--- config.mk ---
export PLATFORM = sky130hd
export DESIGN_NAME = lfsr_rand
export DESIGN_NICKNAME = d
export VERILOG_FILES = /design/src/hw/soc_io_pkg.sv /design/src/hw/lfsr_rand.sv
export VERILOG_INCLUDE_DIRS = /design/src /design/src/hw
export SDC_FILE = /design/constraint.sdc
export NUM_CORES = 1
export LEC_CHECK = 0
export ABC_AREA = 1
export BUFFER_PORTS_ARGS = -buffer_cell sky130_fd_sc_hd__buf_2
export CORE_UTILIZATION = 47
export DETAILED_ROUTE_END_ITERATION = 10
export GPL_ROUTABILITY_DRIVEN = 0
export GPL_TIMING_DRIVEN = 0
export PLACE_DENSITY = 0.79
export REMOVE_ABC_BUFFERS = 1
export SYNTH_ARGS = -nofsm -noshare
export SYNTH_HDL_FRONTEND = slang
export SYNTH_SLANG_ARGS = --single-unit
--- constraint.sdc ---
create_clock -name node_clk -period 1.3 [get_ports node_clk]
set_clock_uncertainty 0.05 [all_clocks]
set_input_delay 0.195 -clock node_clk [delete_from_list [all_inputs] [get_ports node_clk]]
set_output_delay 0.195 -clock node_clk [all_outputs]
set_load 0.05 [all_outputs]
--- src/hw/soc_io_cfg.svh ---
`ifndef SOC_IO_CFG_SVH
`define SOC_IO_CFG_SVH

// --------------------
// address map
// --------------------

// scratch memory sits in the 1MB region at 0x0010_0000
`define SCR_BASE_HI 12'h001
`define SCR_AW 12 // word address bits, adr[13:2]

// 256-byte register pages, matched on adr[31:8]
`define LED_PAGE 24'hFD0FFF
`define RAND_PAGE 24'hFD0FFD
`define TMR_PAGE 24'hFD0FFC

// --------------------
// random generator
// --------------------

`define RAND_TAPS 32'h80200003 // galois feedback mask
`define RAND_SEED_DEF 32'h1

// --------------------
// timer and watchdog
// --------------------

`define TMR_PERIOD_DEF 32'd100000
`define TMR_PULSE_ON 32'd150 // count where irq goes high
`define TMR_PULSE_OFF 32'd200
`define BUS_TIMEOUT 32 // busy cycles before bus error

`endif

--- src/hw/soc_io_pkg.sv ---
package soc_io_pkg;

	// --------------------
	// wishbone classic request
	// --------------------
	typedef struct packed {
		logic        cyc;
		logic        stb;
		logic        we;
		logic [3:0]  sel; // byte lanes
		logic [31:0] adr;
		logic [31:0] dat; // write data
	} wb_req_t;

	// response back to the outside master
	typedef struct packed {
		logic        ack;
		logic        err; // no slave answered in time
		logic [31:0] dat;
	} wb_resp_t;

	// --------------------
	// per-slave reply
	// --------------------

	// dat is zero whenever ack is low so replies can be or'ed
	typedef struct packed {
		logic        ack;
		logic [31:0] dat;
	} slv_resp_t;

endpackage

--- src/hw/lfsr_rand.sv ---
`include "soc_io_cfg.svh"

module lfsr_rand import soc_io_pkg::*; (
	input  logic      node_clk,
	input  logic      rst,
	input  wb_req_t   slv_req_i,
	input  logic      cs_i,
	output slv_resp_t resp_o
);

	logic        hit;
	logic        ack_q;
	logic [31:0] lfsr_q;
	logic [31:0] dat_q;

	// galois form, shift right and fold the dropped bit back in
	function automatic logic [31:0] lfsr_step(input logic [31:0] s);
		return {1'b0, s[31:1]} ^ (s[0] ? `RAND_TAPS : 32'h0);
	endfunction

	assign hit = cs_i && slv_req_i.stb;

	always_ff @(posedge node_clk) begin
		if (rst) begin
			lfsr_q <= `RAND_SEED_DEF;
			ack_q <= 1'b0;
		end else begin
			ack_q <= hit;
			if (hit && slv_req_i.we)
				lfsr_q <= (slv_req_i.dat == 32'h0) ? 32'h1 : slv_req_i.dat; // zero would lock up
			else if (hit)
				lfsr_q <= lfsr_step(lfsr_q); // advance after each read
		end
	end

	always_ff @(posedge node_clk)
		dat_q <= (hit && !slv_req_i.we) ? lfsr_q : 32'h0;

	assign resp_o = '{ack: ack_q, dat: dat_q};

endmodule

* Word level (Yosys, flattened, before mapping)
Index checks and enable logic that the tools add are counted.
** Storage, ports and cells
- Register bits after elaboration :: 65
- Input bits :: 74
- Output and inout bits :: 33
- Word-level logic and storage cells :: 14
** Operators by class
- Mux-type cells :: 4
- Bitwise operators :: 1
- Reductions and logical operators :: 6
** Operator list (count)
- $mux W32 :: 4
- $logic_not A32 Y1 :: 1
- $xor A31 B32 Y32 :: 1
- $logic_and A1 B1 Y1 :: 3
- $reduce_bool A2 Y1 :: 1
- $logic_not A1 Y1 :: 1

* Logic depth before layout (Yosys ltp)
Gate-level depths: netlist of the first run.
- Depth after elaboration :: 4
- Depth in mapped cells :: 8
- Gate-level depth less buffers :: 7

* Worst setup path after synthesis of the first run
No wires, ideal clock.
- Path kind :: input to register
- Start :: input slv_req_i[68] (netlist name)
- End :: register lfsr_q[12]
- Library setup time :: 0.109 ns
- Arrival time :: 0.878 ns
- Setup slack :: 0.263 ns
- Stages :: 8
- Path buffers :: 2
- Cell sequence :: inv_1 nor2_4 buf_6 buf_12 nand2_1 o221ai_1 nand2_1 inv_1
** Between the ends
- Longest elaborated chain between the ends :: 2
- Elaborated cells between the ends (all ways) :: 3
- Classes of those cells :: 1 x mux; 2 x reduce/logical
** Ends and longest elaborated chain
- start, declared :: line lfsr_rand.sv:6 : input wb_req_t slv_req_i,
- $logic_and A1 B1 Y1 * :: line lfsr_rand.sv:29 : if (hit && slv_req_i.we)
- $mux W32 or $reduce_bool A2 Y1 (tied branches)
- end signal, assigned :: line lfsr_rand.sv:25 : lfsr_q <= `RAND_SEED_DEF;
- end signal, assigned :: line lfsr_rand.sv:30 : lfsr_q <= (slv_req_i.dat == 32'h0) ? 32'h1 : slv_req_i.dat;
- end signal, assigned :: line lfsr_rand.sv:32 : lfsr_q <= lfsr_step(lfsr_q);
- end, declared :: line lfsr_rand.sv:13 : logic [31:0] lfsr_q;
Mark *: on every way between the ends. The rest lies on a longest branch, timed or not.
A chain may end at the register's enable or synchronous reset.

* Worst setup path in the final report of the first run
- Start :: register dat_q[29]
- End :: output resp_o[29] (netlist name)
** RTL lines
- start, declared :: line lfsr_rand.sv:14 : logic [31:0] dat_q;
- start signal, assigned :: line lfsr_rand.sv:37 : dat_q <= (hit && !slv_req_i.we) ? lfsr_q : 32'h0;
- end, declared :: line lfsr_rand.sv:8 : output slv_resp_t resp_o
No word-level cell between the ends.

==> reports/results.txt, run 1 <==
clock-pin slew of the registers on the worst-case setup and hold paths -> 0.06 ns
Slew Viols, Final -> 0
die area -> 5690 um2
required arrival time at the worst endpoint -> 1.05 ns
setup-violating endpoint count in the final report -> 0
top cell family by delay on the critical path -> flip-flops
sort of element at the end of the critical path -> primary output
average cell area after synthesis -> 7.78 um2
RSZ-0062 raised after global routing -> false
CP max stage cell -> sky130_fd_sc_hd__dfxtp_1
Worst Hold Depth -> 2
proportion of layout cells with a drive suffix above 1 -> 24.3%
final clock period utilization by the worst path -> 88.9%
H-Tree Level Count -> 3
CTS sink cnt -> 65
post-synthesis sequential element count -> 65
leakage power summed over all cells -> 1.59 nW
cell taking the most area after synthesis -> sky130_fd_sc_hd__dfxtp_1
vias in the first global route -> 1,967
class of the worst hold path -> input pin to register
relative slew slack -> 42.1%
pre-CTS setup slack -> -0.461 ns
Synth area leaders -> sky130_fd_sc_hd__dfxtp_1 (51%), sky130_fd_sc_hd__inv_1 (11%), sky130_fd_sc_hd__nor2_1 (9.5%)
start point of the critical path -> dat_q[29]
clock buffers created by TritonCTS -> 9
drt wl/cell -> 11.6 um
detailed placement HPWL -> 3.33 mm
Critical Path Start Type -> register
quantity of hold-fixing buffers added after cts -> 0
Util after Layout -> 59.6%
CP max stage delay -> 0.32 ns
end of the worst register-to-register path -> lfsr_q[31]
worst setup path end -> resp_o[29]
number of placed cells counting well taps -> 448
y dimension of the die -> 75.5 um
reg-to-reg critical path startpoint -> lfsr_q[0]
reg-to-reg setup timing slack -> 0.29 ns
first-pass iteration count of the detailed router -> 4
count of different cell masters after synthesis -> 23
final worst setup slack -> 0.145 ns
final count of hold timing violations -> 0
wire length of the first global-routing pass -> 8.37 mm
Seq/Total Area, Yosys -> 51.3%
vias after detailed routing -> 2,173
summed instance area of the synthesized netlist -> 2540 um2
Iter 0 DRT Violations -> 118
maximum frequency from static timing analysis -> 866 MHz
count of mapped cells out of synthesis -> 326
outcome -> finished clean
maximum number of pins on one net before global-route repair -> 61
antenna violations before repair -> 0
count of non-filler cells in the finished layout -> 470
areal power density over the cells -> 1250 nW/um2
count of boundary I/O pins -> 107
Worst-Skew Late Latency -> 0.33 ns
overall fraction of global-route tracks in use -> 20.4%
Worst Path Class, Setup -> register to primary output
detailed-route wire length -> 5.46 mm
worst path cell trace -> buf_2
Yosys warning count -> 0
Post-DRT Antenna Nets -> 0
highest ir drop seen on vdd -> 0.000729 V
DRC viols -> 0
signed area change from the synthesized netlist to the final layout -> 20.9%
number of violations of the max-capacitance limit -> 0
Congestion Overflow GR -> 0
Arrival @ worst endpoint -> 0.91 ns
total inserted antenna cells -> 0
clock tree from TritonCTS -> yes
Stages on worst setup path -> 1
Final Hold Slack -> 0.0415 ns
maximum fanout encountered on the critical timing path -> 1
Fin Setup TNS -> 0 ns
port buffer count -> 69
site row count -> 26
Die W -> 75.5 um
buffers and inverters on the worst path -> 1
routed vias/inst -> 4.62
actual transition at the worst max-transition pin -> 0.868 ns
Root Buffer -> sky130_fd_sc_hd__clkbuf_8
worst reg2reg path depth -> 4
Min Clock Period, post-route -> 1.16 ns
core region area -> 5140 um2
area share of the largest cell type after synthesis -> 51.3%
effective utilization at floorplan -> 49.3%
CTS max path bufs -> 2
final layout net count -> 470
layout make-up:
| type | instances | area [um2] |
|---|---|---|
| flip-flops and latches | 65 | 1300 |
| repair buffers | 74 | 383 |
| well taps | 70 | 87.6 |
| clock buffers | 15 | 156 |
| multi-input cells | 169 | 840 |
| fillers | 493 | 2070 |
| inverters | 77 | 298 |
cells by family after synthesis:
family / count (synthesis) / share of synthesized area, %
AOI/OAI and AO/OA: 49 / 12.8
xor gates and xnor gates: 3 / 1.04
DFF: 65 / 51.3
buffers and inverters: 94 / 16.6
and+or+nand+nor: 115 / 18.2
stage by stage:
stage          instance area (um2)  power [mW]
6_report                      3070        3.84
3_5_place_dp                  2840        2.44
3_3_place_gp                  2840        2.43
2_1_floorplan                 2410        2.31
4_1_cts                       3010        3.85
5_1_grt                       3070        4.01
Yosys cell counts, drive strengths merged:
| cell | number |
|---|---|
| xnor2 | 2 |
| nand2 | 49 |
| nor2 | 66 |
| dfxtp | 65 |
| o22ai | 11 |
| xor2 | 1 |
| o221a | 1 |
| o21ai | 18 |
| a21oi | 3 |
| buf | 14 |
| inv | 77 |
| clkbuf | 3 |
| o221ai | 16 |
routing by layer:
layer  wire [um]  GRT usage, %  share of wire, %
met5           0             0                 0
met4         121          10.5               2.2
met3         396          6.22               7.3
met2        2510          33.8                46
met1        2430          23.9                45
placed cells by master, fill, tap and decap left out:
cell type	instances
sky130_fd_sc_hd__a21oi_1	3
sky130_fd_sc_hd__inv_1	75
sky130_fd_sc_hd__clkinvlp_4	1
sky130_fd_sc_hd__inv_6	1
sky130_fd_sc_hd__xor2_1	1
sky130_fd_sc_hd__nand2_1	43
sky130_fd_sc_hd__o221a_2	1
sky130_fd_sc_hd__xnor2_1	2
sky130_fd_sc_hd__clkbuf_1	5
sky130_fd_sc_hd__nand2_2	5
sky130_fd_sc_hd__nand2_4	1
sky130_fd_sc_hd__o21ai_0	14
sky130_fd_sc_hd__clkbuf_8	10
sky130_fd_sc_hd__nor2_1	64
sky130_fd_sc_hd__buf_2	69
sky130_fd_sc_hd__o21ai_1	4
sky130_fd_sc_hd__o22ai_1	11
sky130_fd_sc_hd__buf_4	5
sky130_fd_sc_hd__nand2_8	1
sky130_fd_sc_hd__nor2_4	1
sky130_fd_sc_hd__o221ai_1	16
sky130_fd_sc_hd__dfxtp_1	65
sky130_fd_sc_hd__nor2_2	2
where the power goes:
group / leakage (nW) / internal [mW] / switching [mW]
logic: 0.990 / 0.128 / 0.235
clock network: 0.0778 / 0.739 / 0.682
registers: 0.527 / 2.04 / 0.0166
sequential cells by signal (all words and copies together), names as in the netlist:
register,flops
ack_q,1
dat_q,32
lfsr_q,32
how the worst min path moves through the flow:
| stage | start | to | slack, ns |
|---|---|---|---|
| after detailed placement | rst | ack_q | 0.38 |
| after global placement | rst | ack_q | 0.37 |
| after CTS | rst | ack_q | 0.03 |
| after floorplan | rst | ack_q | 0.22 |
| after global routing | rst | ack_q | 0.03 |
| final | rst | ack_q | 0.04 |
timing repair:
item | in CTS | in global routing
buffers inserted | 0 | 5
cloned | 1 | 1
resized for setup | 1 | 2
pin swaps | 1 | 2
setup endpoints to repair | 31 | 31
Note: power is estimated with default switching activity, not from simulation.
==> run 2: changes to the inputs <==
CORE_UTILIZATION = 43   (was 47)
PLACE_DENSITY = 0.76   (was 0.79)
clock period = 1.05 ns   (was 1.3 ns; I/O delays follow)
==> run 2 against run 1 <==
  * Combinational power rose by 38%
  * Total power rose by 37%
  * Final area rose by 12%
  * Critical path depth did not move
  * Register-to-register slack got worse by 0.14 ns
  * Highest routed layer unchanged
  * Critical path type unchanged
  * Sequential power rose by 24%
  * Worst hold slack improved by 0.029 ns
  * Die area rose by 9.0%
  * Non-clock buffer count rose by 2
==> reports/results.txt, run 2 (same netlist as run 1, synthesis figures left out) <==
Design Area, Final -> 3420 um2 (+12%)
DRC viols -> 0 (unchanged)
worst path cell trace -> buf_8
vias in the first global route -> 2,074 (+5.4%)
die area -> 6210 um2 (+9.0%)
detailed placement HPWL -> 3.24 mm (-2.8%)
total inserted antenna cells -> 0 (unchanged)
overall fraction of global-route tracks in use -> 19.9% (-0.52 points)
maximum frequency from static timing analysis -> 971 MHz
clock buffers created by TritonCTS -> 9 (unchanged)
first-pass iteration count of the detailed router -> 4 (unchanged)
top cell family by delay on the critical path -> flip-flops
Min Clock Period, post-route -> 1.03 ns
required arrival time at the worst endpoint -> 0.84 ns (-0.21 ns)
number of violations of the max-capacitance limit -> 0 (unchanged)
Fin Setup TNS -> 0 ns (unchanged)
CTS max path bufs -> 2 (unchanged)
wire length of the first global-routing pass -> 9.29 mm (+11%)
instance area at placement -> 2840 um2 (about the same)
leakage power summed over all cells -> 1.67 nW (+4.4%)
buffers and inverters on the worst path -> 1 (unchanged)
registers with the most flip-flops -> dat_q (32), lfsr_q (32), ack_q (1)
routed vias/inst -> 4.74 (+2.6%)
Arrival @ worst endpoint -> 0.82 ns (-0.09 ns)
count of boundary I/O pins -> 107 (unchanged)
port buffer count -> 69 (unchanged)
detailed-route wire length -> 6.13 mm (+12%)
relative slew slack -> 66.5% (+24 points)
CP max stage delay -> 0.35 ns (+0.03 ns)
site row count -> 27 (+3.8%)
class of the worst hold path -> input pin to register
actual transition at the worst max-transition pin -> 0.502 ns (-0.366 ns)
setup-violating endpoint count in the final report -> 0 (unchanged)
Die W -> 78.8 um (+4.4%)
outcome -> finished clean
Post-DRT Antenna Nets -> 0 (unchanged)
Critical Path Start Type -> register
sort of element at the end of the critical path -> primary output
y dimension of the die -> 78.8 um (+4.4%)
Final Hold Slack -> 0.0705 ns (+0.0290 ns)
clock-pin slew of the registers on the worst-case setup and hold paths -> 0.07 ns (about the same)
post-route total power -> 5.24 mW (+37%)
effective utilization at floorplan -> 45.2% (-4.1 points)
highest ir drop seen on vdd -> 0.000891 V (+22%)
vias after detailed routing -> 2,262 (+4.1%)
clock tree from TritonCTS -> yes
drt wl/cell -> 12.9 um (+11%)
maximum number of pins on one net before global-route repair -> 33 (-46%)
maximum fanout encountered on the critical timing path -> 1 (unchanged)
Worst Path Class, Setup -> register to primary output
H-Tree Level Count -> 3 (unchanged)
Worst-Skew Late Latency -> 0.33 ns (about the same)
Root Buffer -> sky130_fd_sc_hd__clkbuf_8
proportion of layout cells with a drive suffix above 1 -> 29.9% (+5.6 points)
signed area change from the synthesized netlist to the final layout -> 34.8%
Iter 0 DRT Violations -> 124 (+5.1%)
final count of hold timing violations -> 0 (unchanged)
antenna violations before repair -> 0 (unchanged)
core region area -> 5610 um2 (+9.1%)
areal power density over the cells -> 1530 nW/um2 (+22%)
CP max stage cell -> sky130_fd_sc_hd__dfxtp_2
final clock period utilization by the worst path -> 98.0%
RSZ-0062 raised after global routing -> true
CTS sink cnt -> 65 (unchanged)
most common cell after layout, fill and taps aside -> sky130_fd_sc_hd__inv_1
final layout net count -> 474 (+0.85%)
leading cell types in the layout, fill and taps excluded -> sky130_fd_sc_hd__inv_1 (73), sky130_fd_sc_hd__nor2_1 (64), sky130_fd_sc_hd__dfxtp_1 (50)
Congestion Overflow GR -> 0 (unchanged)
Slew Viols, Final -> 0 (unchanged)
## run 2: cell types whose count changed in the layout (fill, tap and decap cells not counted), moves of 3 or more
cell	change
sky130_fd_sc_hd__dfxtp_2	+15
sky130_fd_sc_hd__clkbuf_1	-3
sky130_fd_sc_hd__buf_6	+30
sky130_fd_sc_hd__dfxtp_1	-15
sky130_fd_sc_hd__buf_2	-33
## run 2: cell type report
type / instances / area [um2]
fill: 499 / 2190
sequential: 65 / 1320
multi-input combinational: 170 / 870
timing repair buffer: 76 / 611
inverter: 77 / 313
clock buffer: 14 / 173
tap: 72 / 90.1
clock inverter: 2 / 35.0
timing repair inverter: 1 / 8.76
## run 2: final timing paths
check / cells past startpoint / slack (ns) / start / end
worst max-delay path: 1 / 0.02 / dat_q[24] / resp_o[24]
worst min-delay path: 3 / 0.07 / rst / lfsr_q[0]
worst max register to register: 4 / 0.15 / lfsr_q[0] / lfsr_q[1]
worst min register to register: 2 / 0.40 / lfsr_q[26] / dat_q[26]
## run 2: stage by stage
stage / utilization, % / instances / setup slack (ns)
5_1_grt: 61.0 / 477 / -0.0191
2_1_floorplan: - / 309 / -0.222
6_report: 61.0 / 477 / 0.0206
3_5_place_dp: 50.7 / 450 / -0.747
4_1_cts: 57.8 / 472 / -0.00934
3_3_place_gp: 50.7 / 450 / -0.727
## run 2: what timing repair did
item / in CTS / in global routing
endpoints found under the setup margin: 97 / 63
gates resized for setup: 49 / 43
cloned: 2 / 2
endpoints found under the hold margin: 1 / 0
pin swaps: 1 / 1
hold buffers: 1 / 0
setup buffers: 3 / 3
## run 2: routing by layer
| metal | wire, um | global-route usage (%) | up-vias |
|---|---|---|---|
| met5 | 0 | 0 | - |
| li1 | - | - | 1138 |
| met3 | 378 | 4.60 | 13 |
| met1 | 2700 | 23.8 | 1029 |
| met4 | 123 | 10.0 | 0 |
| met2 | 2930 | 33.2 | 82 |
## run 2: power breakdown
part	switching (mW)	internal [mW]
logic	0.316	0.186
registers	0.0230	2.53
clock network	0.902	1.29
total	1.24	4.00
